==> src/rtl/spu_settings.svh <==
// Sound processor build settings for voice count, sample timing and the register map
`ifndef SPU_SETTINGS_SVH
`define SPU_SETTINGS_SVH

// Number of voices in the generate loop
`define SPU_VOICES        4

// Clock cycles per stereo output sample (kept short for simulation)
`define SPU_SAMPLE_PERIOD 64

// Half-word register index width
`define SPU_ADDR_W        6

// Full envelope level, 15 bit unsigned
`define SPU_ENV_MAX       32767

// Global register indices, voice v owns 4v..4v+3
`define SPU_REG_KEYON     32
`define SPU_REG_KEYOFF    33
`define SPU_REG_NOISE     34
`define SPU_REG_MAINL     35
`define SPU_REG_MAINR     36

`endif

==> src/rtl/spu_pkg.sv <==
// Sound processor shared types for samples, volumes, envelopes and register indices
`include "spu_settings.svh"

package spu_pkg;

	// Signed audio sample as seen by the mixer and the DAC
	typedef logic signed [15:0] sample_t;

	// Signed volume, 1.15 fixed point
	// Scaling is always multiply then arithmetic shift right by 15
	typedef logic signed [15:0] volume_t;

	// Unsigned envelope level, 0 up to SPU_ENV_MAX
	typedef logic [14:0] envLevel_t;

	// Reduced ADSR, linear attack and release only
	typedef enum logic [1:0]
	{
		ENV_OFF,
		ENV_ATTACK,
		ENV_SUSTAIN,
		ENV_RELEASE
	} envState_t;

	// Half-word register index on the CPU port
	typedef logic [`SPU_ADDR_W-1:0] regIndex_t;

endpackage

==> src/rtl/spuNoiseSource.sv <==
// Sound processor sample-rate timer and shared noise generator with step divider
`include "spu_settings.svh"

module spuNoiseSource import spu_pkg::*;
(
	input  logic        i_clk,
	input  logic        i_rst,
	input  logic [15:0] i_noiseDiv,
	output logic        o_tick,
	output sample_t     o_noise
);

	localparam int TICK_W = $clog2(`SPU_SAMPLE_PERIOD);
	localparam logic [TICK_W-1:0] LAST_CYCLE = TICK_W'(`SPU_SAMPLE_PERIOD - 1);

	logic [TICK_W-1:0] periodCnt;
	logic [15:0]       divCnt;
	logic [15:0]       noiseReg;
	logic              feedback;

	// Inverted taps, so an all-zero register still starts moving
	assign feedback = ~(noiseReg[15] ^ noiseReg[12] ^ noiseReg[11] ^ noiseReg[10]);

	always_ff @(posedge i_clk)
	begin
		if (i_rst)
		begin
			periodCnt <= '0;
			o_tick    <= 1'b0;
			divCnt    <= '0;
			noiseReg  <= '0;
		end
		else
		begin
			// Tick rises SPU_SAMPLE_PERIOD edges after reset, then once per period
			o_tick    <= (periodCnt == LAST_CYCLE);
			periodCnt <= (periodCnt == LAST_CYCLE) ? '0 : periodCnt + 1'b1;

			// Noise steps once every i_noiseDiv+1 ticks
			if (o_tick)
			begin
				if (divCnt >= i_noiseDiv)
				begin
					divCnt   <= '0;
					noiseReg <= {noiseReg[14:0], feedback};
				end
				else
					divCnt <= divCnt + 16'd1;
			end
		end
	end

	assign o_noise = sample_t'(noiseReg);

endmodule

==> config.mk <==
export PLATFORM = sky130hd
export DESIGN_NAME = spuNoiseSource
export DESIGN_NICKNAME = d
export VERILOG_FILES = /design/src/rtl/spu_pkg.sv /design/src/rtl/spuNoiseSource.sv
export VERILOG_INCLUDE_DIRS = /design/src /design/src/rtl
export SDC_FILE = /design/constraint.sdc
export NUM_CORES = 1
export LEC_CHECK = 0
export ABC_AREA = 1
export BUFFER_PORTS_ARGS = -buffer_cell sky130_fd_sc_hd__buf_2
export CAP_MARGIN = 15
export CELL_PAD_IN_SITES_DETAIL_PLACEMENT = 0
export CELL_PAD_IN_SITES_GLOBAL_PLACEMENT = 2
export CORE_ASPECT_RATIO = 0.8
export CORE_MARGIN = 4
export CORE_UTILIZATION = 31
export CTS_BUF_LIST = sky130_fd_sc_hd__clkbuf_16
export CTS_CLUSTER_SIZE = 24
export DETAILED_ROUTE_END_ITERATION = 8
export PLACE_DENSITY = 0.87
export SYNTH_ARGS = -nofsm -noshare
export SYNTH_HDL_FRONTEND = slang
export SYNTH_SLANG_ARGS = --single-unit
==> constraint.sdc <==
create_clock -name i_clk -period 1.95 [get_ports i_clk]
set_input_delay 0.39 -clock i_clk [delete_from_list [all_inputs] [get_ports i_clk]]
set_output_delay 0.39 -clock i_clk [all_outputs]
set_load 0.005 [all_outputs]
[Word-level counts from Yosys, hierarchy flattened]
Cells that the tools add are included.
W data, S select, Z words.
Storage, ports and cells
  flip-flop bits (word level): 39
  bits of input ports: 18
  output and inout bits: 17
  word-level logic and storage cells: 15
Cells by class
  $add $sub $neg: 2
  order comparisons: 1
  equal/unequal tests: 1
  muxes and demuxes: 1
  bitwise gates (word level): 4
  reduce and logical (&&, ||, !) cells: 2
Operator list (count)
  $add A16 B1 Y16 const B: 1
  $ge A16 B16 Y1: 1
  $mux W16: 1
  $add A6 B1 Y6 const B: 1
  $eq A6 B6 Y1 const B: 1
  $xor A1 B1 Y1: 3
  $reduce_and A2 Y1: 1
  $reduce_or A2 Y1: 1
  $not A1 Y1: 1

[Logic depth before layout (Yosys ltp)]
  depth after elaboration: 4
  mapped depth: 15
  mapped depth without buffers: 14

[Worst setup path before layout]
No wires, ideal clock.
  kind: input to register
  start: in i_noiseDiv[3]
  end: reg divCnt[2]
  arrival: 1.503 ns
  required time: 1.831 ns
  path slack: 0.329 ns
  stages on the path: 14
  cell sequence: inv_1 > ha_1 > nand2_1 > nor2_1 > nor2_1 > nand2_1 > nand2_1 > nand2_1 > nand2_2 > nand2_4 > nand2_4 > nand2_4 > buf_6 > nor2_2
Between the ends
  longest elaborated chain between the ends: 2
RTL lines
  start, declared: RTL line spuNoiseSource.sv:8  | input logic [15:0] i_noiseDiv,
  $ge A16 B16 Y1: RTL line spuNoiseSource.sv:42  | if (divCnt >= i_noiseDiv)
  $mux W16: RTL line spuNoiseSource.sv:42
  end signal, assigned: RTL line spuNoiseSource.sv:48  | divCnt <= divCnt + 16'd1;
  end, declared: RTL line spuNoiseSource.sv:17  | logic [15:0] divCnt;
Every way passes these cells.
A chain may end at the register's enable or synchronous reset.

[Final worst setup path]
  start: reg o_tick
  end: out o_tick
RTL lines
  start, declared: RTL line spuNoiseSource.sv:9  | output logic o_tick,
  start signal, assigned: RTL line spuNoiseSource.sv:36  | o_tick <= (periodCnt == LAST_CYCLE);
No word-level cell between the ends.

==> results.yml <==
run_status:
  status: "finished, final reports clean"
timing:
  finalCriticalPeriod_ns: 1.74
  hold-worst-slack_ns: 0.325
  skew_ns: 0.00702
  setup_tns_ns: 0
  relSlewSlack_pct: 68.6
  drv_slew: 0
  max_freq_ghz: 0.576
  report.final.hold_viol_count: 0
  min_period_over_period_pct: 89.1
  setup_viol: 0
  worstMarginPinSlew_ns: 0.466
  rsz0062_at_grt: "false"
global_route:
  use_met2_pct: 17.2
  grtUsageTotal_pct: 11.8
  gr-usage-met3_pct: 4.15
  grt_busiest_layer: "met2"
  use_met1_pct: 16.1
  grt_max_degree: 36
  grt_pass1_vias: 1838
  grt_pass1_wl_mm: 8.20
  antenna_found_initial: 0
  grt_overflow: 0
power:
  ir_drop_mv: 0.345
  power_leakage_uw: 0.00122
  powerDensity_mw_per_mm2: 674
synth:
  synth.avg_cell_area_um2: 7.09
  synth_area_mm2: 0.00225
  yosys_register_bits: 39
  ys_warn_count: 0
  ys_dominant_reg_cell: "dfxtp_1"
  synth_edf_count: 0
  yosysSeqAreaShare_pct: 34.6
  synth.distinct_cells: 26
  syn_nets: 354
  syn_inst: 318
  postSynth.asyncResetShare_pct: 0
critical_path:
  crit_required_ns: 1.56
  crit_fanout: 35
  arrival_ns: 1.35
  worst_path_largest_cell_delay_ns: 0.46
  crit_path_start_kind: "flip-flop"
  crit_chain: "buf_4, buf_2"
  path_class: "reg -> out"
  critPathCaptureType: "primary output"
  crit_slowest_cell: "dfxtp_1"
  rrSetupSlack_ns: 0.23
clock_network:
  hold_buffers: 0
  cts_tree: "yes"
  h-tree-depth: 2
  cts-root-buf: "clkbuf_16"
  path_clk_slew_ns: 0.06
  cts_buffers: 5
  clock_sinks: 39
  clock_latency_ns: 0.29
  cts_max_path_buffers: 2
placed_design:
  numPortBuffers: 34
  post-dp-hpwl_mm: 3.41
  place.gp.congestion: 0.738
route:
  routed_wirelength_mm: 4.57
  antenna_left: 0
  wire_per_inst_um: 10.3
  drtIter0Drc: 73
  firstDrtPassIters: 4
  vias: 1911
  drc: 0
  viasPerCell: 4.32
layout:
  layout_commonest_cell: "inv_1"
  insertedDiodeCount: 0
  nets: 390
  area_growth_syn_to_layout_pct: 18.9
  most-common-layout-cells: "57 x inv_1, 53 x nand2_1, 37 x dfxtp_1, 35 x nor2_1, 34 x buf_2"
  layout-drive-gt1-share_pct: 20.0
floorplanning:
  die_x_um: 103
  die_area_mm2: 0.00871
  io_pins: 35
  die_h_um: 84.3
  core_region_area_mm2: 0.00696
  start_util_pct: 32.4
  row_count: 27
job:
  maxCapViolCount: 0
worst_hold_path:
  hold_path.class: "in -> reg"
cell usage after synthesis, types with 2 or more instances:
master | number | share of area [%]
xnor2_1 | 4 | 1.6
ha_1 | 18 | 10
buf_2 | 2 | 0.44
inv_1 | 57 | 9.5
dfxtp_1 | 39 | 35
nand3_1 | 24 | 5.3
nand2_1 | 53 | 8.8
nand2_4 | 3 | 1.5
nor2_2 | 14 | 3.9
o21ai_0 | 5 | 1.1
buf_6 | 4 | 2.0
nand2_2 | 3 | 0.83
a21oi_1 | 26 | 5.8
clkbuf_1 | 2 | 0.33
xor2_1 | 8 | 3.1
nor3_1 | 6 | 1.3
nor2_1 | 35 | 5.8
nand4_1 | 6 | 1.7
buf_1 | 2 | 0.33
worst max-delay path: cells and delay by family, from the launching register on:
family | cells | cell delay [ns]
buffers and inverters | 2 | 0.60
flip-flops | 1 | 0.46
metal layers:
metal	up-vias	share of wire, %
met2	20	43
met1	820	52
met3	7	4.1
li1	1064	-
met5	-	0
met4	0	1.4
metrics by stage:
step / power, µW / utilization [%] / setup slack (ns) / area, µm² / std cells
after floorplan: 877 / - / 0.329 / 2250 / 318
after global placement: 903 / 36.1 / 0.0800 / 2510 / 434
after detailed placement: 905 / 36.1 / 0.0702 / 2510 / 434
after CTS: 1840 / 38.5 / 0.167 / 2680 / 442
after global routing: 1900 / 38.5 / 0.00311 / 2680 / 442
final: 1810 / 38.5 / 0.213 / 2680 / 442
final timing paths:
kind / end / from / cells past startpoint
worst max-delay path: o_tick / o_tick$_SDFF_PP0_ / 2
worst min-delay path: divCnt[1]$_SDFFE_PP0P_ / i_rst / 2
worst max register to register: o_noise[12]$_SDFFE_PP0P_ / divCnt[3]$_SDFFE_PP0P_ / 12
worst min register to register: periodCnt[0]$_SDFF_PP0_ / periodCnt[0]$_SDFF_PP0_ / 1
sequential cells by signal (all words and copies together), names as in the netlist:
signal     count
divCnt        16
o_tick         1
periodCnt      6
o_noise       16
logic make-up after synthesis:
kind of cell / synth area share [%]
compound gates: 8.16
xor+xnor: 4.66
simple gates: 29.8
flops: 34.6
buf+inv: 12.8
fa+ha+maj: 9.99
layout make-up:
| type | instances | area, µm² |
|---|---|---|
| inverters | 58 | 218 |
| clock buffers | 5 | 125 |
| multi-input cells | 211 | 1190 |
| fillers | 731 | 4280 |
| repair buffers | 39 | 220 |
| flip-flops and latches | 39 | 783 |
| clock inverters | 3 | 38.8 |
| well taps | 87 | 109 |
where the power goes:
| part | total, µW | switching (µW) | internal (µW) |
|---|---|---|---|
| clock network | 922 | 325 | 597 |
| logic | 80.2 | 45.9 | 34.3 |
| registers | 805 | 3.18 | 802 |
| total | 1810 | 374 | 1430 |
what timing repair did:
item | in CTS | in global routing
endpoints found under the setup margin | 0 | 3
resized for setup | 0 | 2
setup buffers | 0 | 0
endpoints found under the hold margin | 0 | 0
(Power assumes the default switching activity.)
