<file path="config.mk">
export PLATFORM = sky130hd
export DESIGN_NAME = spuMixer
export DESIGN_NICKNAME = d
export VERILOG_FILES = /design/src/rtl/spu_pkg.sv /design/src/rtl/spuMixer.sv
export VERILOG_INCLUDE_DIRS = /design/src /design/src/rtl
export SDC_FILE = /design/constraint.sdc
export NUM_CORES = 2
export LEC_CHECK = 0
export BUFFER_PORTS_ARGS = -buffer_cell sky130_fd_sc_hd__buf_2
export CAP_MARGIN = 20
export CELL_PAD_IN_SITES_DETAIL_PLACEMENT = 1
export CELL_PAD_IN_SITES_GLOBAL_PLACEMENT = 2
export CORE_ASPECT_RATIO = 0.75
export CORE_MARGIN = 3
export CORE_UTILIZATION = 43
export CTS_CLUSTER_DIAMETER = 100
export CTS_CLUSTER_SIZE = 20
export DETAILED_ROUTE_END_ITERATION = 12
export GPL_ROUTABILITY_DRIVEN = 0
export PLACE_DENSITY_LB_ADDON = 0.1
export SKIP_CTS_REPAIR_TIMING = 1
export SYNTH_ARGS = -nofsm -noshare
export SYNTH_HDL_FRONTEND = slang
export SYNTH_SLANG_ARGS = --single-unit
</file>
<file path="constraint.sdc">
create_clock -name i_clk -period 37 [get_ports i_clk]
set_input_delay 9.25 -clock i_clk [delete_from_list [all_inputs] [get_ports i_clk]]
set_output_delay 9.25 -clock i_clk [all_outputs]
set_load 0.01 [all_outputs]
</file>
<file path="src/rtl/spu_settings.svh">
// Sound processor build settings for voice count, sample timing and the register map
`ifndef SPU_SETTINGS_SVH
`define SPU_SETTINGS_SVH

// Number of voices in the generate loop
`define SPU_VOICES        4

// Clock cycles per stereo output sample (kept short for simulation)
`define SPU_SAMPLE_PERIOD 64

// Half-word register index width
`define SPU_ADDR_W        6

// Full envelope level, 15 bit unsigned
`define SPU_ENV_MAX       32767

// Global register indices, voice v owns 4v..4v+3
`define SPU_REG_KEYON     32
`define SPU_REG_KEYOFF    33
`define SPU_REG_NOISE     34
`define SPU_REG_MAINL     35
`define SPU_REG_MAINR     36

`endif

</file>
<file path="src/rtl/spu_pkg.sv">
// Sound processor shared types for samples, volumes, envelopes and register indices
`include "spu_settings.svh"

package spu_pkg;

	// Signed audio sample as seen by the mixer and the DAC
	typedef logic signed [15:0] sample_t;

	// Signed volume, 1.15 fixed point
	// Scaling is always multiply then arithmetic shift right by 15
	typedef logic signed [15:0] volume_t;

	// Unsigned envelope level, 0 up to SPU_ENV_MAX
	typedef logic [14:0] envLevel_t;

	// Reduced ADSR, linear attack and release only
	typedef enum logic [1:0]
	{
		ENV_OFF,
		ENV_ATTACK,
		ENV_SUSTAIN,
		ENV_RELEASE
	} envState_t;

	// Half-word register index on the CPU port
	typedef logic [`SPU_ADDR_W-1:0] regIndex_t;

endpackage

</file>
<file path="src/rtl/spuMixer.sv">
// Sound processor stereo mixer with clamping, main volume and DAC strobe
`include "spu_settings.svh"

module spuMixer import spu_pkg::*;
(
	input  logic    i_clk,
	input  logic    i_rst,
	input  logic    i_valid,
	input  sample_t i_sampleL [`SPU_VOICES],
	input  sample_t i_sampleR [`SPU_VOICES],
	input  volume_t i_mainVolL,
	input  volume_t i_mainVolR,
	output sample_t o_aoutL,
	output sample_t o_aoutR,
	output logic    o_validOut
);

	// Room for the full voice sum without wrapping
	localparam int ACC_W = 16 + $clog2(`SPU_VOICES) + 1;

	logic signed [ACC_W-1:0] sumL, sumR;
	sample_t                 clampL, clampR;
	logic signed [31:0]      scaledL, scaledR;

	// Saturate the accumulator to the signed 16 bit range
	function automatic sample_t clamp16(input logic signed [ACC_W-1:0] x);
		if (x > 32767)
			return 16'sh7FFF;
		else if (x < -32768)
			return 16'sh8000;
		else
			return sample_t'(x);
	endfunction

	always_comb
	begin
		sumL = '0;
		sumR = '0;
		for (int v = 0; v < `SPU_VOICES; v++)
		begin
			sumL = sumL + i_sampleL[v];
			sumR = sumR + i_sampleR[v];
		end
	end

	assign clampL  = clamp16(sumL);
	assign clampR  = clamp16(sumR);
	assign scaledL = clampL * i_mainVolL;
	assign scaledR = clampR * i_mainVolR;

	// DAC payload, only refreshed on a valid voice set
	always_ff @(posedge i_clk)
	begin
		if (i_valid)
		begin
			o_aoutL <= sample_t'(scaledL >>> 15);
			o_aoutR <= sample_t'(scaledR >>> 15);
		end
	end

	always_ff @(posedge i_clk)
	begin
		if (i_rst)
			o_validOut <= 1'b0;
		else
			o_validOut <= i_valid;
	end

	// One strobe per sample period, never back to back
	aSingleStrobe: assert property (@(posedge i_clk) disable iff (i_rst)
		o_validOut |=> !o_validOut)
		else $error("spuMixer: o_validOut high on consecutive cycles");

endmodule

</file>
* Word level (Yosys, flattened, before mapping)
Cells that the tools add are included.
Storage, ports and cells: output and inout bits 33, word-level logic and storage cells 19, register bits after elaboration 33
Cells by class: mux-type cells 4, $mul 2, $lt $le $gt $ge 4, add/subtract/negate cells 6
Operator list (count):
- 2-to-1 mux 16 bit | 4
- multiplier 16 x 16 -> 31 bit | 2
- adder 18 x 16 -> 19 bit | 2
- > comparator 19 x 16 -> 1 bit (second input constant) | 2
- less-than comparator 19 x 16 -> 1 bit (second input constant) | 2
- adder 17 x 16 -> 18 bit | 2
- adder 16 x 16 -> 17 bit | 2

* Logic depth before layout (Yosys ltp)
depth after elaboration 7, gate-level depth with buffers 40, depth with buffers taken out 38

* Worst setup path before layout
No wires, ideal clock.
path type input -> register, start point input i_sampleR[1] (netlist bit), end point register o_aoutR[15], data pin, required time 36.740 ns, setup time 0.260 ns, stages on the path 37, data arrival time 18.258 ns, slack 18.482 ns, buffers on the path 2, cell sequence inv_1 -> fa_1 -> inv_1 -> fa_1 -> ha_1 -> fa_1 -> a211oi_1 -> or3_1 -> nor2_1 -> o41ai_1 -> nand3_1 -> a31oi_1 -> clkbuf_1 -> a21o_1 -> buf_1 -> nand2_1 -> fa_1 -> inv_1 -> fa_1 -> fa_1 -> fa_1 -> fa_1 -> inv_1 -> fa_1 -> inv_1 -> ha_1 -> a21o_1 -> a21o_1 -> a21o_1 -> a21o_1 -> a21oi_1 -> o21ai_0 -> a21oi_1 -> and3b_1 -> a311o_1 -> nand3b_1 -> xnor2_1
Between the ends: cells in the longest elaborated chain, start to end 5, elaborated cells on any way between the ends 6
RTL lines:
- start, declared | RTL line spuMixer.sv:10 | input sample_t i_sampleR [`SPU_VOICES],
- adder 18 x 16 -> 19 bit * | RTL line spuMixer.sv:42 | sumR = sumR + i_sampleR[v];
- less-than comparator 19 x 16 -> 1 bit | RTL line spuMixer.sv:29 | else if (x < -32768)
- 2-to-1 mux 16 bit | RTL line spuMixer.sv:29
- 2-to-1 mux 16 bit * | RTL line spuMixer.sv:27 | if (x > 32767)
- multiplier 16 x 16 -> 31 bit * | RTL line spuMixer.sv:49 | assign scaledR = clampR * i_mainVolR;
- via scaledR[30] | RTL line spuMixer.sv:23 | logic signed [31:0] scaledL, scaledR;
- end signal, assigned | RTL line spuMixer.sv:57 | o_aoutR <= sample_t'(scaledR >>> 15);
- end, declared | RTL line spuMixer.sv:14 | output sample_t o_aoutR,
The timed path passes the listed nets; every way through them passes the cells marked *. A chain may end at the register's enable or synchronous reset.

* Worst setup path in the final report
Ends and elaborated chain as after synthesis.

==> flow_metrics.tcl <==
set metrics [dict create \
    outcome "finished, final reports clean" \
    setup_viol 0 \
    slew_headroom_pct 32.2 \
    drt_pre_antenna_iters 5 \
    worstHoldPathType "input pin to flop" \
    dp.cells 3395 \
    synth.net_count 3488 \
    netlist_instances 2559 \
    crit_family "adder cells" \
    synth.cells.most_frequent "sky130_fd_sc_hd__inv_1 (729), sky130_fd_sc_hd__fa_1 (576), sky130_fd_sc_hd__nand2_1 (276)" \
    antenna-diode-count 0 \
    route.vias.total 17282 \
    hpwlAfterDp_um 57100 \
    rows 73 \
    synth-edff-count 32 \
    synthMostInstantiatedCell "sky130_fd_sc_hd__inv_1" \
    synth_sequential_area_ratio_pct 4.17 \
    start_util_pct 43.9 \
    final_period_minus_worst_setup_slack_ns 19.71 \
    slowest_stage "sky130_fd_sc_hd__o31ai_2" \
    die_x_um 276 \
    critical_path_arrival_ns 19.75 \
    synth.largest_area_cell "sky130_fd_sc_hd__fa_1" \
    synth_top_cells_by_area "sky130_fd_sc_hd__fa_1 (49%), sky130_fd_sc_hd__inv_1 (12%), sky130_fd_sc_hd__ha_1 (10%), sky130_fd_sc_hd__and2_1 (6.2%), sky130_fd_sc_hd__nand2_1 (4.4%)" \
    synth_xor_area_share_pct 3.17 \
    grtUsageTotal_pct 24.4 \
    dominantRegCellSynth "sky130_fd_sc_hd__edfxtp_1" \
    cts-root-buf "sky130_fd_sc_hd__clkbuf_16" \
    critical_path.endpoint_type "flop" \
    areaGrowthSynthToFinish_pct 7.70 \
    tritoncts "yes" \
    final_cells 3404 \
    synth_adder_area_share_pct 59.1 \
    totalWireLength_um 66800 \
    ant_nets 0 \
    criticalPathCategory "input pin to flop" \
    cp_slowest_stage_delay_ns 0.80 \
    timing.final.hold_violations 0 \
    cts_buffers 5 \
    asyncSetResetFlopFracSynth_pct 0 \
    path_common_cell "sky130_fd_sc_hd__fa_1" \
    layout.nets 3620 \
    synth.top_cell.area_share_pct 49.0 \
    via_per_inst 5.08 \
    yosysWarningCount 0 \
    drive_above_1_share_pct 9.03 \
    synthDistinctLibCells 71 \
    max_slew.worst_pin.slew_ns 1.01 \
    first_iter_violations 946 \
    area_enclosed_by_the_die_boundary_um2 57600 \
    drc 0 \
    grt_pass1_vias 19866 \
    h-tree-depth 2 \
    worst_setup_hold_path_clk_slew_ns 0.06 \
    synth.area.mux_share_pct 0 \
    clock_sink_count 33 \
    wp_buf_inv 6 \
    synth_top_family_by_area "adder cells" \
    grt_max_degree 34 \
    maxClockFrequency_mhz 50.7 \
    buffer_ports.inserted 195 \
    critPathMaxFanout 16 \
    synth.cell_area_um2 23500 \
    compound_gate_fraction_of_synth_area_pct 7.26 \
    synth_simple_gate_area_share_pct 13.4 \
    timing.setup.tns_ns 0 \
    crit_required_ns 37.04 \
    core_region_um2 53500 \
    io_pins 196 \
    antenna_violations_before_repair 0 \
    routed_wire_length_per_instance_um 19.6 \
    synth_register_bits 33 \
    timing.max_cap.violations 0 \
    grt_pass1_wl_um 111000 \
    ctsLongestPathBuffers 2 \
    die_h_um 209 \
    layout_worst_path_cycle_share_pct 53.3 \
    gr-total-overflow 0 \
    avgSynthCellArea_um2 9.19 \
    critPathLaunchType "input pin" \
    rsz0062_at_grt "false" \
    maxSlewViolCount 0 \
]
[layout by cell type, fill, tap and decap left out, drive strengths merged, types with 3 or more instances in the layout]
cell	Yosys	final
a31oi	8	8
a21boi	3	3
a311oi	5	5
o211ai	7	7
or3	4	4
nor2	56	56
buf	12	201
o21ai	37	37
nand2b	11	11
ha	190	190
clkbuf	64	5
xnor2	58	58
fa	576	576
a21o	54	54
inv	729	730
o31ai	6	6
nand4	10	10
o21bai	8	8
nor2b	5	5
edfxtp	32	32
a311o	3	3
a21oi	56	56
or2	8	8
nand3	10	10
a211oi	13	13
o41ai	3	3
xor2	27	27
nand2	276	276
o22ai	4	4
o21a	12	12
and3	3	3
nor3	5	5
and2	234	234
[metrics by stage]
stage | area (µm²) | util, % | setup WS, ns | hold slack (ns)
2_1_floorplan | 23500 | - | 18.48 | 9.32
3_3_place_gp | 25100 | 46.9 | 17.00 | 9.41
3_5_place_dp | 25100 | 46.9 | 16.81 | 9.42
4_1_cts | 25300 | 47.3 | 17.02 | 9.10
5_1_grt | 25300 | 47.3 | 16.65 | 9.10
6_report | 25300 | 47.3 | 17.29 | 9.10
[flip-flops by register name, indices dropped and copies added (netlist names)]
signal	flops
o_aoutL	16
o_validOut	1
o_aoutR	16
[final cells by class]
type | instances | area, µm²
Clock buffer | 5 | 125
Clock inverter | 3 | 68.8
Fill cell | 6326 | 28200
Inverter | 729 | 2740
Multi-Input combinational cell | 1721 | 19500
Sequential cell | 33 | 981
Tap cell | 712 | 891
Timing Repair Buffer | 201 | 1020
[layer usage]
metal	wire length [µm]	global-route usage, %	up-vias	share of wire (%)
met5	0	0	-	0
met4	413	1.80	0	0.62
met2	28100	35.6	421	42
met1	33800	38.7	9062	51
li1	-	-	7764	-
met3	4570	5.37	35	6.8
[kinds of logic after synthesis]
group,Yosys count
XOR/XNOR,85
AND/OR/NAND/NOR,634
buffers and inverters,805
flip-flops,33
adder cells (fa/ha/maj),766
AO/OA/AOI/OAI,236
[final timing paths]
kind	endpoint	from	slack, ns	cells past startpoint
min	o_validOut$_SDFF_PP0_	i_rst	9.10	2
max	o_aoutR[15]$_DFFE_PP_	i_sampleR[1]	17.29	36
Power is left out: the tool's default activity adds up to more than one toggle a clock period on the data nets, which glitch-free logic cannot reach.
