<file path="src/rtl/spu_settings.svh">
// Sound processor build settings for voice count, sample timing and the register map
`ifndef SPU_SETTINGS_SVH
`define SPU_SETTINGS_SVH

// Number of voices in the generate loop
`define SPU_VOICES        4

// Clock cycles per stereo output sample (kept short for simulation)
`define SPU_SAMPLE_PERIOD 64

// Half-word register index width
`define SPU_ADDR_W        6

// Full envelope level, 15 bit unsigned
`define SPU_ENV_MAX       32767

// Global register indices, voice v owns 4v..4v+3
`define SPU_REG_KEYON     32
`define SPU_REG_KEYOFF    33
`define SPU_REG_NOISE     34
`define SPU_REG_MAINL     35
`define SPU_REG_MAINR     36

`endif

</file>
<file path="src/rtl/spu_pkg.sv">
// Sound processor shared types for samples, volumes, envelopes and register indices
`include "spu_settings.svh"

package spu_pkg;

	// Signed audio sample as seen by the mixer and the DAC
	typedef logic signed [15:0] sample_t;

	// Signed volume, 1.15 fixed point
	// Scaling is always multiply then arithmetic shift right by 15
	typedef logic signed [15:0] volume_t;

	// Unsigned envelope level, 0 up to SPU_ENV_MAX
	typedef logic [14:0] envLevel_t;

	// Reduced ADSR, linear attack and release only
	typedef enum logic [1:0]
	{
		ENV_OFF,
		ENV_ATTACK,
		ENV_SUSTAIN,
		ENV_RELEASE
	} envState_t;

	// Half-word register index on the CPU port
	typedef logic [`SPU_ADDR_W-1:0] regIndex_t;

endpackage

</file>
<file path="src/rtl/spuVoice.sv">
// Sound processor voice with linear attack/release envelope and stereo volume weighting
`include "spu_settings.svh"

module spuVoice import spu_pkg::*;
(
	input  logic      i_clk,
	input  logic      i_rst,
	input  logic      i_tick,
	input  sample_t   i_noise,
	input  logic      i_keyOn,
	input  logic      i_keyOff,
	input  volume_t   i_volL,
	input  volume_t   i_volR,
	input  envLevel_t i_attackStep,
	input  envLevel_t i_releaseStep,
	output sample_t   o_sampleL,
	output sample_t   o_sampleR,
	output logic      o_valid
);

	localparam envLevel_t ENV_FULL = envLevel_t'(`SPU_ENV_MAX);

	envState_t          state;
	envLevel_t          level;
	logic [15:0]        attackSum;
	logic signed [31:0] envProd, prodL, prodR;
	sample_t            envScaled;

	// Noise scaled by envelope with the level always positive
	assign envProd   = i_noise * $signed({1'b0, level});
	assign envScaled = sample_t'(envProd >>> 15);
	assign prodL     = envScaled * i_volL;
	assign prodR     = envScaled * i_volR;

	// One extra bit so the attack overflow is visible
	assign attackSum = {1'b0, level} + {1'b0, i_attackStep};

	// Samples use the level from before this tick's envelope update
	always_ff @(posedge i_clk)
	begin
		if (i_tick)
		begin
			o_sampleL <= sample_t'(prodL >>> 15);
			o_sampleR <= sample_t'(prodR >>> 15);
		end
	end

	// ----------------------------------------------------------------------
	// Envelope FSM
	// ----------------------------------------------------------------------
	always_ff @(posedge i_clk)
	begin
		if (i_rst)
		begin
			state   <= ENV_OFF;
			level   <= '0;
			o_valid <= 1'b0;
		end
		else
		begin
			o_valid <= i_tick;
			// Key on restarts from silence and wins over key off
			if (i_keyOn)
			begin
				state <= ENV_ATTACK;
				level <= '0;
			end
			else if (i_keyOff)
				state <= ENV_RELEASE;
			else if (i_tick)
			begin
				case (state)
					ENV_ATTACK:
					begin
						if (attackSum >= {1'b0, ENV_FULL})
						begin
							level <= ENV_FULL;
							state <= ENV_SUSTAIN;
						end
						else
							level <= attackSum[14:0];
					end
					ENV_RELEASE:
					begin
						if (level <= i_releaseStep)
						begin
							level <= '0;
							state <= ENV_OFF;
						end
						else
							level <= level - i_releaseStep;
					end
					default: ;   // Off and sustain hold their level
				endcase
			end
		end
	end

	// Attack climbs to the full level without wrapping past it
	aAttackNoWrap: assert property (@(posedge i_clk) disable iff (i_rst)
		(i_tick && !i_keyOn && !i_keyOff && state == ENV_ATTACK)
		|=> (level >= $past(level)))
		else $error("spuVoice: attack level wrapped to %0d", level);

	// An idle voice is fully silent
	aIdleSilent: assert property (@(posedge i_clk) disable iff (i_rst)
		(state != ENV_OFF) || (level == '0))
		else $error("spuVoice: level %0d left over in state %s", level, state.name());

endmodule

</file>
<file path="config.mk">
export PLATFORM = sky130hd
export DESIGN_NAME = spuVoice
export DESIGN_NICKNAME = d
export VERILOG_FILES = /design/src/rtl/spu_pkg.sv /design/src/rtl/spuVoice.sv
export VERILOG_INCLUDE_DIRS = /design/src /design/src/rtl
export SDC_FILE = /design/constraint.sdc
export NUM_CORES = 2
export LEC_CHECK = 0
export BUFFER_PORTS_ARGS = -buffer_cell sky130_fd_sc_hd__buf_4
export CORE_MARGIN = 1
export CORE_UTILIZATION = 43
export CTS_CLUSTER_DIAMETER = 200
export CTS_CLUSTER_SIZE = 28
export DETAILED_ROUTE_END_ITERATION = 7
export PLACE_DENSITY = 0.57
export SLEW_MARGIN = 15
export SYNTH_ARGS = -nofsm -noshare
export SYNTH_HDL_FRONTEND = slang
export SYNTH_SLANG_ARGS = --single-unit
</file>
<file path="constraint.sdc">
create_clock -name i_clk -period 17.2 [get_ports i_clk]
set_input_delay 1.72 -clock i_clk [delete_from_list [all_inputs] [get_ports i_clk]]
set_output_delay 1.72 -clock i_clk [all_outputs]
set_load 0.01 [all_outputs]
</file>
Word-level counts from Yosys, hierarchy flattened. Cells that the tools add are included.

Register bits after elaboration: 50. Bits in latches: 0. RAM bits: 0. Memory bits (read-only): 0. Input port bits: 83. Output and inout bits: 33. Word-level logic and storage cells: 38. Memories kept: 0.

Add/sub/neg operators: 2. $mul: 3. Divide/modulo/power cells: 0. Order comparisons: 2. Eq/ne operators: 6. Shifts and indexed selects: 0. Muxes and demuxes: 9. Bitwise logic cells: 1. Reductions and logical operators: 9.

Operator list (number): $mul A16 B16 Y31 (3); $mux W15 (2); $pmux W15 S2 (1); $add A15 B15 Y16 (1); $ge A16 B15 Y1 const B (1); $le A15 B15 Y1 (1); $sub A15 B15 Y15 (1); $mux W2 (4); $ne A4 B4 Y1 const B (2); $reduce_and A4 Y1 (2); $ne A3 B3 Y1 const B (2); $reduce_bool A3 Y1 (2); $pmux W2 S2 (1); $reduce_bool A2 Y1 (2); $reduce_bool A4 Y1 (1); $reduce_and A3 Y1 (1); $eq A2 B1 Y1 const B (1); $eq A2 B2 Y1 const B (1); $reduce_or A2 Y1 (1); $mux W1 (1); $not A1 Y1 (1).

Logic depth before layout (Yosys ltp).
Depth after elaboration: 7. Depth in mapped cells: 49. Mapped depth without buffers: 46.

Least setup slack after synthesis. Ideal clock, no wire load.

Path type: input -> register. Start: input i_noise[13]. End: register o_sampleR[14], data pin. Setup time: 0.258 ns. Arrival: 12.767 ns. Data required time: 16.942 ns. Path slack: 4.176 ns. Stages: 44. Path buffers: 3. Cells stage by stage: clkbuf_1 > nand2_1 > fa_1 > fa_1 > inv_1 > fa_1 > fa_1 > fa_1 > inv_1 > fa_1 > inv_1 > ha_1 > buf_2 > a21oi_2 > o21ai_0 > or3_1 > a31oi_1 > nor2b_1 > [8 not listed] > fa_1 > fa_1 > inv_1 > fa_1 > inv_1 > fa_1 > inv_1 > ha_1 > a211oi_1 > nand2_1 > a21oi_1 > nand4b_1 > a31o_1 > a221o_1 > a31o_2 > a211o_1 > a21oi_2 > xnor2_1.

Longest elaborated chain between the ends: 2.

RTL lines: start: declaration (RTL line spuVoice.sv:9) `input sample_t i_noise,`; $mul A16 B16 Y31 (RTL line spuVoice.sv:30) `assign envProd = i_noise * $signed({1'b0, level});`; $mul A16 B16 Y31 (RTL line spuVoice.sv:33) `assign prodR = envScaled * i_volR;`; net prodR[29] (RTL line spuVoice.sv:26) `logic signed [31:0] envProd, prodL, prodR;`; end signal: assignment (RTL line spuVoice.sv:44) `o_sampleR <= sample_t'(prodR >>> 15);`; end: declaration (RTL line spuVoice.sv:17) `output sample_t o_sampleR,`.

The timed path passes the listed nets, and every way through them passes these cells. A chain may end at the register's enable or synchronous reset.

Worst setup path after layout.
Start: input i_noise[15]. End: register o_sampleL[15], data pin.

Longest elaborated chain between the ends: 2.

RTL lines: $mul A16 B16 Y31 (RTL line spuVoice.sv:30); $mul A16 B16 Y31 (RTL line spuVoice.sv:32) `assign prodL = envScaled * i_volL;`; net prodL[30] (RTL line spuVoice.sv:26); end signal: assignment (RTL line spuVoice.sv:43) `o_sampleL <= sample_t'(prodL >>> 15);`; end: declaration (RTL line spuVoice.sv:16) `output sample_t o_sampleL,`.

The timed path passes the listed nets, and every way through them passes these cells.

==> summary.txt <==
Placed design
  • Post-DP HPWL: a little under 60000 um
  • I/O Buffers: 115
  • # placed instances: approximately 4400
  • GPL Wtd Cong: around 0.85

Routing
  • Drt pass-1 iters: 5
  • M1 WL: around 34000 um
  • Top Metal Used: met4
  • Wirelength, routed: ~72000 um
  • Met3 wire length: about 2600 um
  • Average wire per standard cell: between 15 and 20 um
  • Number of remaining DRC errors: 0
  • Vias: 21660
  • Post-route ant nets: 0
  • Met2 wire length: 34140 um
  • Mean number of vias per cell: 4.947
  • DRT iter0 DRCs: ~1100

Global route
  • Gr usage total: 0.2139
  • First-pass GRT wire length: 123800 um
  • Initial antenna violation count: 2
  • Grt ovf: 0
  • Largest net degree at the start of global routing: 37
  • Vias in the first global route: about 23000

Clock network
  • Worst skew pair latency: 0.35 ns
  • CTS max path bufs: 2
  • Total CTS buffers: 5
  • Setup Fix Bufs, Post-CTS: 0
  • Reg clk slew, reported paths: ~0.09 ns
  • TritonCTS clock tree: built
  • Hold_buf cts: 0
  • # H-tree levels: 2
  • Post-CTS resize count: 0
  • Root buf cell: clkbuf_16
  • Clock net sink count: 50

Run status
  • Outcome: completed

STA
  • Unrepaired setup endpoints after global routing: no
  • Max_slew headroom: 0.2499
  • Max Fclk: between 70 and 80 MHz
  • Worst slew pin tran: between 1 and 1.5 ns
  • Post-layout minimum cycle time: ~14 ns
  • Final Hold Viols: 0
  • Final slew viol count: 0
  • Worst hold slack: ~0.6 ns
  • Fin crit share: 0.8191
  • Layout Skew: 0.01445 ns
  • Setup TNS: 0 ns
  • Final setup viols: 0

Synthesis
  • Yosys reg bits: 50
  • Synthesized instance count: ~3400
  • Top FF cell, synth: edfxtp_1
  • Mapped Nets: ~4500
  • Sequential-to-total area share from yosys stat: 0.04286
  • Synth async-reset ratio: 0
  • Yosys cell types: 62
  • Synth top cells by count: 921 x inv_1, 752 x fa_1, 418 x nand2_1
  • Average size of a mapped cell: roughly 9.0 um2
  • Yosys warning count: 0
  • Synth top area cells: fa_1 49%, inv_1 11%, ha_1 11%
  • Number of flops mapped to enable cells by yosys: 32
  • Area leader, netlist: fa_1
  • Cell with the most instances after synthesis: inv_1
  • Netlist Area Pre-Place: 0.03082 mm2
  • Synth top area share: 0.4884

Die
  • Die area: a little over 0.07 mm2
  • Io pins: around 120
  • Floorplan Core Area: around 0.071 mm2
  • Row count: 97
  • Initial Util: 0.4371
  • Die W: 269.7 um
  • Chip Height: ~270 um

Worst setup path
  • Worst setup SP type: primary input
  • Slowest cell on crit path: fa_1
  • Crit Path Category: in -> reg
  • CP max stage delay: 0.63 ns
  • CP most frequent cell: fa_1
  • Max FO, Critical Path: 32
  • Type of element capturing the critical path: register
  • CP delay by family, top: adder cells
  • Worst Path Buf+Inv: 11
  • Worst Path Required: 17.30 ns
  • Worst path arrival time: about 14 ns

Min path
  • Hold Path Class: reg -> reg

Cells and area
  • Number of filler cells placed in the layout: roughly 7000
  • Nets: 4530
  • Fraction of layout cells with a size suffix above 1: 0.05064
  • Finished Layout Cells: roughly 4400
  • P&R area growth vs syn: 6.438%

Run
  • Max Cap Viol: 0
flip-flops by register name (all words and copies together), names as in the netlist:
register and cells:
o_sampleL 16, o_sampleR 16, level 15, state 2
o_valid 1
final timing paths:
check | from | to | slack [ns] | depth (start not counted)
max reg2reg | level[8]$_SDFFE_PP0P_ | o_sampleL[15]$_DFFE_PP_ | 3.81 | 40
max | i_noise[15] | o_sampleL[15]$_DFFE_PP_ | 3.11 | 43
min reg2reg | state[0]$_SDFFE_PP0P_ | state[1]$_SDFFE_PP0P_ | 0.60 | 2
min | state[0]$_SDFFE_PP0P_ | state[1]$_SDFFE_PP0P_ | 0.60 | 2
cells by family after synthesis:
family,share of synthesized area
muxes,0.001624
DFF,0.04286
buffers and inverters,0.1275
and+or+nand+nor,0.1495
AOI/OAI and AO/OA,0.05533
adders and majority gates,0.5939
xor gates and xnor gates,0.02927
per-stage QoR:
step           utilization  instance area (um2)  worst slack (ns)
6_report            0.4653                32810             3.111
5_1_grt             0.4653                32810             2.272
4_1_cts             0.4652                32810             3.174
3_5_place_dp        0.4631                32660             2.813
3_3_place_gp        0.4631                32660             2.937
2_1_floorplan            -                30820             4.176
worst register-to-register path, delay by kind of cell, from the launching register on:
| family | cells | cell delay [ns] |
|---|---|---|
| buffers and inverters | 8 | 0.75 |
| AND/OR/NAND/NOR | 8 | 1.88 |
| AO/OA/AOI/OAI | 8 | 2.42 |
| adder cells (fa/ha/maj) | 14 | 6.54 |
| flip-flops | 1 | 0.92 |
| XOR/XNOR | 2 | 0.63 |
layer usage:
| metal | up-vias | track usage |
|---|---|---|
| met1 | 11170 | 0.3109 |
| met5 | - | 0 |
| met2 | 384 | 0.3528 |
| li1 | 10050 | - |
| met4 | 0 | 0.04202 |
| met3 | 54 | 0.01434 |
cells in the final DEF, fill, tap and decap left out, types with 27 or more instances in the layout:
master and instances:
inv_1 921, fa_1 752, nand2_1 418, and2_1 335, ha_1 260, buf_4 136, a21oi_1 85, xnor2_1 61
nor2_1 58, o21ai_0 57, edfxtp_1 32, a21o_1 28, xor2_1 28, nand3_1 27
final cells by class:
cell class | count | area [um2] | share of cell area
diodes | 1 | 2.502 | 0.00007627
clock buffers | 5 | 125.1 | 0.003814
clock inverters | 3 | 26.28 | 0.0008009
inverters | 921 | 3457 | 0.1054
multi-input cells | 2321 | 25680 | 0.7827
flip-flops and latches | 50 | 1321 | 0.04027
well taps | 940 | 1176 | 0.03585
repair buffers | 136 | 1021 | 0.03112
Power is left out: the tool's default activity adds up to more than one toggle a clock period on the data nets, which glitch-free logic cannot reach.
