--- src/rtl/spu_settings.svh ---
// Sound processor build settings for voice count, sample timing and the register map
`ifndef SPU_SETTINGS_SVH
`define SPU_SETTINGS_SVH

// Number of voices in the generate loop
`define SPU_VOICES        4

// Clock cycles per stereo output sample (kept short for simulation)
`define SPU_SAMPLE_PERIOD 64

// Half-word register index width
`define SPU_ADDR_W        6

// Full envelope level, 15 bit unsigned
`define SPU_ENV_MAX       32767

// Global register indices, voice v owns 4v..4v+3
`define SPU_REG_KEYON     32
`define SPU_REG_KEYOFF    33
`define SPU_REG_NOISE     34
`define SPU_REG_MAINL     35
`define SPU_REG_MAINR     36

`endif

--- src/rtl/spu_pkg.sv ---
// Sound processor shared types for samples, volumes, envelopes and register indices
`include "spu_settings.svh"

package spu_pkg;

	// Signed audio sample as seen by the mixer and the DAC
	typedef logic signed [15:0] sample_t;

	// Signed volume, 1.15 fixed point
	// Scaling is always multiply then arithmetic shift right by 15
	typedef logic signed [15:0] volume_t;

	// Unsigned envelope level, 0 up to SPU_ENV_MAX
	typedef logic [14:0] envLevel_t;

	// Reduced ADSR, linear attack and release only
	typedef enum logic [1:0]
	{
		ENV_OFF,
		ENV_ATTACK,
		ENV_SUSTAIN,
		ENV_RELEASE
	} envState_t;

	// Half-word register index on the CPU port
	typedef logic [`SPU_ADDR_W-1:0] regIndex_t;

endpackage

--- src/rtl/spuRegisters.sv ---
// Sound processor CPU register file with key strobes and one-cycle read-back
`include "spu_settings.svh"

module spuRegisters import spu_pkg::*;
(
	input  logic               i_clk,
	input  logic               i_rst,
	// CPU side, 16 bit half-word accesses
	input  logic               i_cs,
	input  logic               i_rd,
	input  logic               i_wr,
	input  regIndex_t          i_addr,
	input  logic [15:0]        i_dataIn,
	output logic [15:0]        o_dataOut,
	output logic               o_dataOutValid,
	// Per-voice setup
	output volume_t            o_volL        [`SPU_VOICES],
	output volume_t            o_volR        [`SPU_VOICES],
	output envLevel_t          o_attackStep  [`SPU_VOICES],
	output envLevel_t          o_releaseStep [`SPU_VOICES],
	output logic [`SPU_VOICES-1:0] o_keyOn,
	output logic [`SPU_VOICES-1:0] o_keyOff,
	// Global setup
	output logic [15:0]        o_noiseDiv,
	output volume_t            o_mainVolL,
	output volume_t            o_mainVolR
);

	localparam int VOICE_REGS = 4 * `SPU_VOICES;
	localparam int VIDX_W     = $clog2(VOICE_REGS);

	// Whole words are kept so every register reads back what was written
	logic [15:0] voiceRegs [VOICE_REGS];
	logic [15:0] keyOnReg, keyOffReg, noiseReg, mainLReg, mainRReg;
	logic [15:0] readData;
	logic        wrEn, rdEn, isVoiceReg;

	assign wrEn       = i_cs & i_wr;
	assign rdEn       = i_cs & i_rd;
	assign isVoiceReg = (i_addr < regIndex_t'(VOICE_REGS));

	// ----------------------------------------------------------------------
	// Write side
	// ----------------------------------------------------------------------
	always_ff @(posedge i_clk)
	begin
		if (i_rst)
		begin
			for (int i = 0; i < VOICE_REGS; i++)
				voiceRegs[i] <= '0;
			keyOnReg  <= '0;
			keyOffReg <= '0;
			noiseReg  <= '0;
			mainLReg  <= '0;
			mainRReg  <= '0;
		end
		else if (wrEn)
		begin
			if (isVoiceReg)
				voiceRegs[i_addr[VIDX_W-1:0]] <= i_dataIn;
			else
			begin
				case (i_addr)
					regIndex_t'(`SPU_REG_KEYON):  keyOnReg  <= i_dataIn;
					regIndex_t'(`SPU_REG_KEYOFF): keyOffReg <= i_dataIn;
					regIndex_t'(`SPU_REG_NOISE):  noiseReg  <= i_dataIn;
					regIndex_t'(`SPU_REG_MAINL):  mainLReg  <= i_dataIn;
					regIndex_t'(`SPU_REG_MAINR):  mainRReg  <= i_dataIn;
					default: ;
				endcase
			end
		end
	end

	// Key strobes, one cycle after the write, only voices with a 1 bit
	always_ff @(posedge i_clk)
	begin
		if (i_rst)
		begin
			o_keyOn  <= '0;
			o_keyOff <= '0;
		end
		else
		begin
			o_keyOn  <= (wrEn && i_addr == regIndex_t'(`SPU_REG_KEYON)) ?
				i_dataIn[`SPU_VOICES-1:0] : '0;
			o_keyOff <= (wrEn && i_addr == regIndex_t'(`SPU_REG_KEYOFF)) ?
				i_dataIn[`SPU_VOICES-1:0] : '0;
		end
	end

	// Slot order per voice: left vol, right vol, attack step, release step
	always_comb
	begin
		for (int v = 0; v < `SPU_VOICES; v++)
		begin
			o_volL[v]        = volume_t'(voiceRegs[4*v]);
			o_volR[v]        = volume_t'(voiceRegs[4*v+1]);
			o_attackStep[v]  = voiceRegs[4*v+2][14:0];
			o_releaseStep[v] = voiceRegs[4*v+3][14:0];
		end
	end

	assign o_noiseDiv = noiseReg;
	assign o_mainVolL = volume_t'(mainLReg);
	assign o_mainVolR = volume_t'(mainRReg);

	// ----------------------------------------------------------------------
	// Read side, answers on the next clock exactly once
	// ----------------------------------------------------------------------
	always_comb
	begin
		readData = '0;
		if (isVoiceReg)
			readData = voiceRegs[i_addr[VIDX_W-1:0]];
		else
		begin
			case (i_addr)
				regIndex_t'(`SPU_REG_KEYON):  readData = keyOnReg;
				regIndex_t'(`SPU_REG_KEYOFF): readData = keyOffReg;
				regIndex_t'(`SPU_REG_NOISE):  readData = noiseReg;
				regIndex_t'(`SPU_REG_MAINL):  readData = mainLReg;
				regIndex_t'(`SPU_REG_MAINR):  readData = mainRReg;
				default:                      readData = '0;   // unmapped reads zero
			endcase
		end
	end

	always_ff @(posedge i_clk)
	begin
		if (rdEn)
			o_dataOut <= readData;
	end

	always_ff @(posedge i_clk)
	begin
		if (i_rst)
			o_dataOutValid <= 1'b0;
		else
			o_dataOutValid <= rdEn;
	end

	// CPU never reads and writes in the same access
	aNoRdWr: assert property (@(posedge i_clk) disable iff (i_rst)
		i_cs |-> !(i_rd && i_wr))
		else $error("spuRegisters: read and write strobes high together");

endmodule

--- config.mk ---
export PLATFORM = sky130hd
export DESIGN_NAME = spuRegisters
export DESIGN_NICKNAME = d
export VERILOG_FILES = /design/src/rtl/spu_pkg.sv /design/src/rtl/spuRegisters.sv
export VERILOG_INCLUDE_DIRS = /design/src /design/src/rtl
export SDC_FILE = /design/constraint.sdc
export NUM_CORES = 1
export LEC_CHECK = 0
export BUFFER_PORTS_ARGS = -buffer_cell sky130_fd_sc_hd__buf_2
export CAP_MARGIN = 25
export CELL_PAD_IN_SITES_DETAIL_PLACEMENT = 0
export CELL_PAD_IN_SITES_GLOBAL_PLACEMENT = 1
export CORE_MARGIN = 8
export CORE_UTILIZATION = 47
export DETAILED_ROUTE_END_ITERATION = 16
export HOLD_SLACK_MARGIN = 0.06
export PLACE_DENSITY_LB_ADDON = 0.1
export RECOVER_POWER = 100
export SLEW_MARGIN = 10
export SYNTH_ARGS = -nofsm -noshare
export SYNTH_HDL_FRONTEND = slang
export SYNTH_SLANG_ARGS = --single-unit
--- constraint.sdc ---
create_clock -name i_clk -period 4.65 [get_ports i_clk]
set_input_delay 0.465 -clock i_clk [delete_from_list [all_inputs] [get_ports i_clk]]
set_output_delay 0.465 -clock i_clk [all_outputs]
set_load 0.005 [all_outputs]
Word level (Yosys, flattened, before mapping) --
Memories as Yosys holds them, arrays and structs flattened. Index checks and enable logic that the tools add are counted.
Storage, ports and cells: output and inout bits 321, memory bits (writable) 256, register bits after elaboration 105, memories kept 1, ROM bits 0, latch bits 0
Operators by class: $lt $le $gt $ge 1, reductions and logical operators 10, bitwise logic cells 5, equal/unequal tests 5, $mul 0, shift operators 0, div/mod/pow operators 0, add/sub/neg operators 0, multiplexer cells 11
Memories:
- voiceRegs | depth 16, width 16, rd ports 17, clocked after memory_dff 0, write ports 16, line spuRegisters.sv:33 | logic [15:0] voiceRegs [VOICE_REGS];
Operator list (count):
- $pmux 16 s5 | 1
- $mux 16 | 2
- $eq 6x6->1 const B | 5
- $reduce_or 16->1 | 1
- $reduce_and 3->1 | 5
- $mux 1 | 7
- $lt 6x5->1 const B | 1
- $mux 4 | 1
- $reduce_or 2->1 | 2
- $not 1->1 | 3
- $and 1x1->1 | 2
- $logic_and 1x1->1 | 2

Depth between registers and ports, before layout --
Gate-level depths: netlist (run 1).
word-level depth 7, depth in mapped cells 8, depth with buffers taken out 4

Worst setup path after synthesis (run 1) --
OpenSTA, ideal clock, no wires.
kind input port to flip-flop, start input i_addr[0], end register o_dataOut[10], data pin, stages 5, data required time 4.384 ns, slack 2.283 ns, data arrival time 2.101 ns, buffers on the path 2, setup time 0.266 ns, cells stage by stage buf_2 buf_1 mux4_2 a222oi_1 nand3_1
On the way: longest elaborated chain between the ends 3, elaborated cells on any way between the ends 9
RTL lines:
- from (decl) | line spuRegisters.sv:12 | input regIndex_t i_addr,
- $eq 6x6->1 | line spuRegisters.sv:118 | case (i_addr)
- $pmux 16 s5 | line spuRegisters.sv:118
- $mux 16 * | line spuRegisters.sv:114 | if (isVoiceReg)
- net readData[10] | line spuRegisters.sv:35 | logic [15:0] readData;
- to (signal assigned) | line spuRegisters.sv:132 | o_dataOut <= readData;
- to (decl) | line spuRegisters.sv:14 | output logic [15:0] o_dataOut,
Mark *: on every way through the listed nets, which the timed path passes. The rest lies on a longest branch. A chain may end at the register's enable or synchronous reset.

==> flow_metrics.env, run 1 <==
export IMPL_cts_setup_buffers=0
export IMPL_insertion_delay_ns=0.54
export IMPL_wl_mm=59.08
export IMPL_total_power_mw=7.224
export IMPL_violations="max-capacitance violations, max-slew violations"
export IMPL_syn_nets=1382
export IMPL_overflow=0
export IMPL_peakVddDrop_v=0.0003306
export IMPL_cts_buffers=38
export IMPL_ys_warn_count=0
export IMPL_grt_setup_unrepaired="no"
export IMPL_synth_edf_count=272
export IMPL_synth_area_leaders="edfxtp_1 49%, dfxtp_1 11%, and2_1 9.8%"
export IMPL_p_leak_nw=6.708
export IMPL_tns_ns=0
export IMPL_crit_required_ns=4.81
export IMPL_wire_per_inst_um=29.07
export IMPL_fin_crit_sh=0.6737
export IMPL_place_ws_ns=1.195
export IMPL_cts_resized=0
export IMPL_worst_pin_slew_ns=1.503
export IMPL_p_clk_frac=0.416
export IMPL_place_inst=1960
export IMPL_worstPathCellList="clkbuf_1 > buf_16 > nand2_1 > nor2_1 > clkbuf_1 > or2_2"
export IMPL_grt_pass1_vias=11280
export IMPL_ys_seq_area_frac=0.5933
export IMPL_io_pins=348
export IMPL_die_area_um2=41980
export IMPL_fin_area_um2=18860
export IMPL_io_buffers=347
export IMPL_yosys_register_bits=361
export IMPL_post_route_min_period_ns=3.133
export IMPL_synth_largest_area_cell="edfxtp_1"
export IMPL_dp_hpwl_mm=40.89
export IMPL_syn_cell_area_um2=16770
export IMPL_layout_setup_ws_ns=1.517
export IMPL_fmax_ghz=0.3192
export IMPL_critPathBufInv=3
export IMPL_num_rows=69
export IMPL_grt_start_max_net_pins=86
export IMPL_areaGrowthSynthToFinish_pct=12.46
export IMPL_grt_pass1_wl_mm=83.05
export IMPL_numClockSinks=361
export IMPL_layout_commonest_cell="clkbuf_1"
export IMPL_skew_ns=0.02188
export IMPL_final_cell_mix="287 x clkbuf_1, 272 x edfxtp_1, 144 x and2_1"
export IMPL_drv_cap=1
export IMPL_avgSynthCellArea_um2=12.38
export IMPL_grt_antenna_before_repair=1
export IMPL_diodes=0
export IMPL_drtIter0Drc=1149
export IMPL_cts_root_buf="clkbuf_16"
export IMPL_h_tree_depth=2
export IMPL_switching_share=0.2342
export IMPL_ctsHoldBuffers=0
export IMPL_vias=11550
export IMPL_synth_top_cell_area_share=0.4871
export IMPL_setup_viol=0
export IMPL_slowest_delay_ns=0.72
export IMPL_ys_types=34
export IMPL_track_usage=0.2719
export IMPL_die_w_um=204.9
export IMPL_slew_violations=16
export IMPL_crit_top_cell="clkbuf_1"
export IMPL_outcome="complete, but fails checks"
export IMPL_path_class="input port to flop"
export IMPL_hold_viol_final=0
export IMPL_ant_nets=0
export IMPL_finalNonFillerCells=2032
export IMPL_power_density_nw_per_um2=383.1
export IMPL_slowest_stage="clkbuf_1"
export IMPL_drive_gt1_frac=0.1426
export IMPL_die_height_um=204.9
export IMPL_clockBufferDepth=3
export IMPL_detail_route_vias_per_cell=5.685
export IMPL_p_sw_mw=1.692
export IMPL_cts_tree="built"
export IMPL_clk_pin_slew_ns=0.06
export IMPL_holdCritPathClass="input port to flop"
export IMPL_place_gp_congestion=0.8326
export IMPL_drc=0
export IMPL_endpoint_kind="flop"
export IMPL_postPlaceCellArea_um2=17980
export IMPL_netlist_instances=1355
export IMPL_maxSlewHeadroom=-0.001725
export IMPL_core_um2=35400
export IMPL_cp_max_fo=51
export IMPL_firstDrtPassIters=7
export IMPL_start_util=0.4738
export IMPL_pwr_share_seq=0.510
export IMPL_synth_ff_type="edfxtp_1"
export IMPL_p_int_mw=5.532
export IMPL_fin_nets=1570
export IMPL_synth_async_reset_ratio=0
export IMPL_power_frac_comb=0.075
export IMPL_arrival_ns=3.29
export IMPL_cp_start_kind="input port"
export IMPL_crit_family="buffers and inverters"
## metal layers
metal	up-vias	track usage	wire (µm)
met2	563	0.4431	28530
li1	5052	-	-
met5	-	0	0
met4	0	0.08195	1787
met1	5846	0.3673	24140
met3	91	0.04870	4615
## power groups by stage
stage	logic, mW	clock network [mW]	registers, mW
4_1_cts	0.567	3.02	3.68
3_3_place_gp	0.562	0	3.74
3_5_place_dp	0.566	0	3.74
5_1_grt	0.569	3.15	3.69
6_report	0.538	3.00	3.68
2_1_floorplan	0.334	0	3.71
## layout make-up
| cell class | instances | area, µm² |
|---|---|---|
| timing repair buffer | 381 | 1648 |
| fill | 3224 | 16540 |
| multi-input combinational | 761 | 5470 |
| tap | 461 | 576.8 |
| clock buffer | 57 | 1116 |
| sequential | 361 | 9950 |
| clock inverter | 11 | 98.84 |
## flip-flops by register name, summed over array words and instances (netlist names)
name	flops
voiceRegs	256
keyOffReg	16
keyOnReg	16
o_dataOut	16
o_mainVolL	16
o_mainVolR	16
o_noiseDiv	16
o_keyOff	4
o_keyOn	4
o_dataOutValid	1
## logic make-up after synthesis
kind of cell,share of synthesized area
AOI/OAI and AO/OA,0.05372
buffers and inverters,0.08050
DFF,0.5933
muxes,0.1112
and+or+nand+nor,0.1613
## metrics by stage
stage / util / hold slack, ns
after floorplan: - / 0.4338
after global placement: 0.5080 / 0.4394
after detailed placement: 0.5080 / 0.4474
after CTS: 0.5423 / 0.3819
after global routing: 0.5328 / 0.4278
final: 0.5328 / 0.4027
## Yosys cell counts (32+ instances only)
cell / n
a21oi_1: 48
and2_1: 263
clkbuf_1: 95
buf_4: 121
dfxtp_1: 89
mux4_2: 33
mux2i_1: 94
nand2_1: 100
edfxtp_1: 272
a22oi_1: 47
nor2_1: 51
nand3_1: 32
## worst reg2reg max path, delay by kind of cell, from the launching register on
| family | cells | cell delay [ns] |
|---|---|---|
| compound gates | 1 | 0.43 |
| simple gates | 1 | 0.14 |
| flops | 1 | 0.42 |
| mux | 1 | 0.56 |
## final timing paths
path | start | endpoint | slack, ns | depth (start not counted)
worst max register to register | voiceRegs[15][9] | o_dataOut[9] | 2.85 | 3
worst min-delay path | i_dataIn[15] | keyOffReg[15] | 0.40 | 3
worst max-delay path | i_addr[0] | voiceRegs[3][5] | 1.52 | 6
worst min register to register | keyOffReg[14] | keyOffReg[14] | 0.46 | 2
Power figures use the tool's default switching activity.
==> run 2: changes to the inputs <==
--- a/config.mk
+++ b/config.mk
@@ -6,12 +6,13 @@
 export SDC_FILE = /design/constraint.sdc
 export NUM_CORES = 1
 export LEC_CHECK = 0
+export ABC_AREA = 1
 export BUFFER_PORTS_ARGS = -buffer_cell sky130_fd_sc_hd__buf_2
 export CAP_MARGIN = 25
 export CELL_PAD_IN_SITES_DETAIL_PLACEMENT = 0
 export CELL_PAD_IN_SITES_GLOBAL_PLACEMENT = 1
 export CORE_MARGIN = 8
-export CORE_UTILIZATION = 47
+export CORE_UTILIZATION = 41
 export DETAILED_ROUTE_END_ITERATION = 16
 export HOLD_SLACK_MARGIN = 0.06
 export PLACE_DENSITY_LB_ADDON = 0.1
==> constraint.sdc (replaced) <==
create_clock -name i_clk -period 3.25 [get_ports i_clk]
set_input_delay 0.325 -clock i_clk [delete_from_list [all_inputs] [get_ports i_clk]]
set_output_delay 0.325 -clock i_clk [all_outputs]
set_load 0.005 [all_outputs]
==> run 2 against run 1 <==
The flow still finishes with violations (max-capacitance violations, max-slew violations). Die area rose by 14%. Non-clock buffer count rose by 22. First-iteration DRC count rose by 8.5%. Via count rose by 21%. Sequential power rose by 43%. Critical path type unchanged. Highest routed layer unchanged. Count of clock-buffer cells in the layout fell by 2. Utilization fell by 6.5 points. Sequential share of layout area fell by 0.57 points. Design area rose by 1.1%. Largest power group unchanged. Sequential cell count did not move.
==> flow_metrics.env, run 2 <==
export IMPL_outcome="complete, but fails checks"
export IMPL_violations="max-capacitance violations, max-slew violations"
export IMPL_syn_cell_area_um2=16890
export IMPL_cts_buffers=39
export IMPL_io_buffers=347
export IMPL_yosys_register_bits=361
export IMPL_final_cell_mix="827 x nand2_1, 290 x nor2_1, 274 x clkbuf_1"
export IMPL_layout_setup_ws_ns=0.6475
export IMPL_die_area_um2=47950
export IMPL_crit_required_ns=3.43
export IMPL_cts_setup_buffers=0
export IMPL_crit_top_cell="nand2_1"
export IMPL_finalNonFillerCells=2718
export IMPL_yosysMostFrequentCell="nand2_1"
export IMPL_top_register="voiceRegs"
export IMPL_synth_area_leaders="edfxtp_1 48%, nand2_1 18%, dfxtp_1 11%"
export IMPL_switching_share=0.2502
export IMPL_synth_largest_area_cell="edfxtp_1"
export IMPL_place_inst=2651
export IMPL_crit_family="buffers and inverters"
export IMPL_tns_ns=0
export IMPL_syn_nets=1992
export IMPL_ys_seq_area_frac=0.5890
export IMPL_grt_pass1_vias=13450
export IMPL_maxSlewHeadroom=-0.3908
export IMPL_synth_ff_type="edfxtp_1"
export IMPL_clockBufferDepth=3
export IMPL_post_route_min_period_ns=2.602
export IMPL_path_class="input port to flop"
export IMPL_worstPathCellList="dlygate4sd3_1 > clkbuf_1 > nor2_1 > nand2_1 > nor2_1 > clkbuf_1 > nand2_1 > buf_4 > nand2_1 > clkbuf_2"
export IMPL_p_clk_frac=0.408
export IMPL_endpoint_kind="flop"
export IMPL_start_util=0.4146
export IMPL_cts_resized=0
export IMPL_largest_reg_flops=256
export IMPL_setup_viol=0
export IMPL_grt_setup_unrepaired="no"
export IMPL_worst_pin_slew_ns=2.078
export IMPL_cp_max_fo=17
export IMPL_h_tree_depth=2
export IMPL_arrival_ns=2.78
export IMPL_ctsHoldBuffers=1
export IMPL_power_density_nw_per_um2=549.3
export IMPL_drv_cap=1
export IMPL_power_frac_comb=0.089
export IMPL_drive_gt1_frac=0.09336
export IMPL_fmax_ghz=0.3843
export IMPL_numClockSinks=361
export IMPL_dp_hpwl_mm=45.23
export IMPL_place_ws_ns=0.8145
export IMPL_detail_route_vias_per_cell=5.136
export IMPL_insertion_delay_ns=0.54
export IMPL_fillCellCount=4189
export IMPL_slowest_stage="dlygate4sd3_1"
export IMPL_fin_crit_sh=0.8008
export IMPL_cts_tree="built"
export IMPL_vias=13960
export IMPL_overflow=0
export IMPL_ys_top_cells_by_count="825 x nand2_1, 285 x nor2_1, 272 x edfxtp_1"
export IMPL_grt_antenna_before_repair=0
export IMPL_synth_edf_count=272
export IMPL_slowest_delay_ns=0.53
export IMPL_holdCritPathClass="input port to flop"
export IMPL_skew_ns=0.01871
export IMPL_ys_warn_count=0
export IMPL_place_gp_congestion=0.8456
export IMPL_firstDrtPassIters=5
export IMPL_clk_pin_slew_ns=0.06
export IMPL_wire_per_inst_um=23.59
export IMPL_p_leak_nw=8.324
export IMPL_grt_start_max_net_pins=129
export IMPL_num_rows=74
export IMPL_track_usage=0.2579
export IMPL_grt_pass1_wl_mm=91.14
export IMPL_avgSynthCellArea_um2=8.597
export IMPL_critPathBufInv=5
export IMPL_netlist_instances=1965
export IMPL_cp_start_kind="input port"
export IMPL_p_sw_mw=2.621
export IMPL_areaGrowthSynthToFinish_pct=12.86
export IMPL_cts_root_buf="clkbuf_16"
export IMPL_die_height_um=219.0
export IMPL_ant_nets=0
export IMPL_p_int_mw=7.851
export IMPL_fin_nets=2188
export IMPL_die_w_um=219.0
export IMPL_core_um2=40740
export IMPL_io_pins=348
export IMPL_peakVddDrop_v=0.0002938
export IMPL_hold_viol_final=0
export IMPL_drtIter0Drc=1247
export IMPL_slew_violations=33
export IMPL_synth_async_reset_ratio=0
export IMPL_layout_commonest_cell="nand2_1"
export IMPL_wl_mm=64.12
export IMPL_drc=0
export IMPL_synth_top_cell_area_share=0.4835
export IMPL_ys_types=20
export IMPL_pwr_share_seq=0.504
## run 2: cell count changes after synthesis, sizes merged, moves of 32 or more
cell,delta
nand2,+729
and2,-263
nor2,+247
o21ai,+96
mux2i,-94
buf,+57
a22oi,-47
clkbuf,-42
inv,+33
mux4,-33
a21oi,+32
## run 2: path summary, 6_finish.rpt
kind / from / to / slack (ns) / cells after the start
hold reg to reg: keyOffReg[1] / keyOffReg[1] / 0.54 / 2
setup reg to reg: voiceRegs[3][6] / o_dataOut[6] / 1.69 / 8
hold / removal: i_rd / o_dataOutValid / 0.14 / 3
setup / recovery: i_rst / voiceRegs[5][4] / 0.65 / 10
## run 2: stage by stage
step                      utilization  area, µm²  hold WS [ns]  power (mW)
final                          0.4680      19060        0.1390       10.47
after global routing           0.4679      19060        0.1218       10.79
after CTS                      0.4781      19480        0.1092       10.57
after detailed placement       0.4485      18270        0.5058       6.334
after global placement         0.4471      18220        0.5064       6.327
after floorplan                     -      16890        0.3974       5.869
## run 2: power by group through the flow
| stage | Clock, mW | Combinational (mW) | Sequential [mW] |
|---|---|---|---|
| after floorplan | 0 | 0.559 | 5.31 |
| after CTS | 4.33 | 0.974 | 5.27 |
| final | 4.27 | 0.929 | 5.27 |
| after global placement | 0 | 0.960 | 5.37 |
| after detailed placement | 0 | 0.971 | 5.36 |
| after global routing | 4.49 | 1.01 | 5.29 |
## run 2: cell type report
class,instances,area (µm²),share of cell area
sequential,361,9950,0.5219
antenna,1,2.502,0.0001313
tap,532,665.6,0.03492
timing repair buffer,403,1848,0.09694
inverter,33,126.4,0.006629
clock inverter,10,75.07,0.003938
clock buffer,55,1122,0.05887
multi-input combinational,1323,5275,0.2767
## run 2: per-layer routing
| layer | global-route usage | wire length (µm) | vias up |
|---|---|---|---|
| li1 | - | - | 6526 |
| met1 | 0.3569 | 27920 | 6675 |
| met2 | 0.4052 | 29040 | 648 |
| met3 | 0.04764 | 5082 | 112 |
| met4 | 0.08452 | 2075 | 0 |
| met5 | 0 | 0 | - |
## run 2: kinds of logic after synthesis
kind of cell | share of synthesized area
AND/OR/NAND/NOR | 0.2624
flip-flops | 0.5890
buffers and inverters | 0.09651
AO/OA/AOI/OAI | 0.05214
## run 2: worst reg2reg max path: stages, from the launching register on
cell,delay [ns]
edfxtp_1,0.42
nand2_1,0.10
nand2_1,0.12
nand2_1,0.11
nand2_1,0.07
nand2_1,0.06
nand2_1,0.08
o21ai_1,0.29
nand2_1,0.09
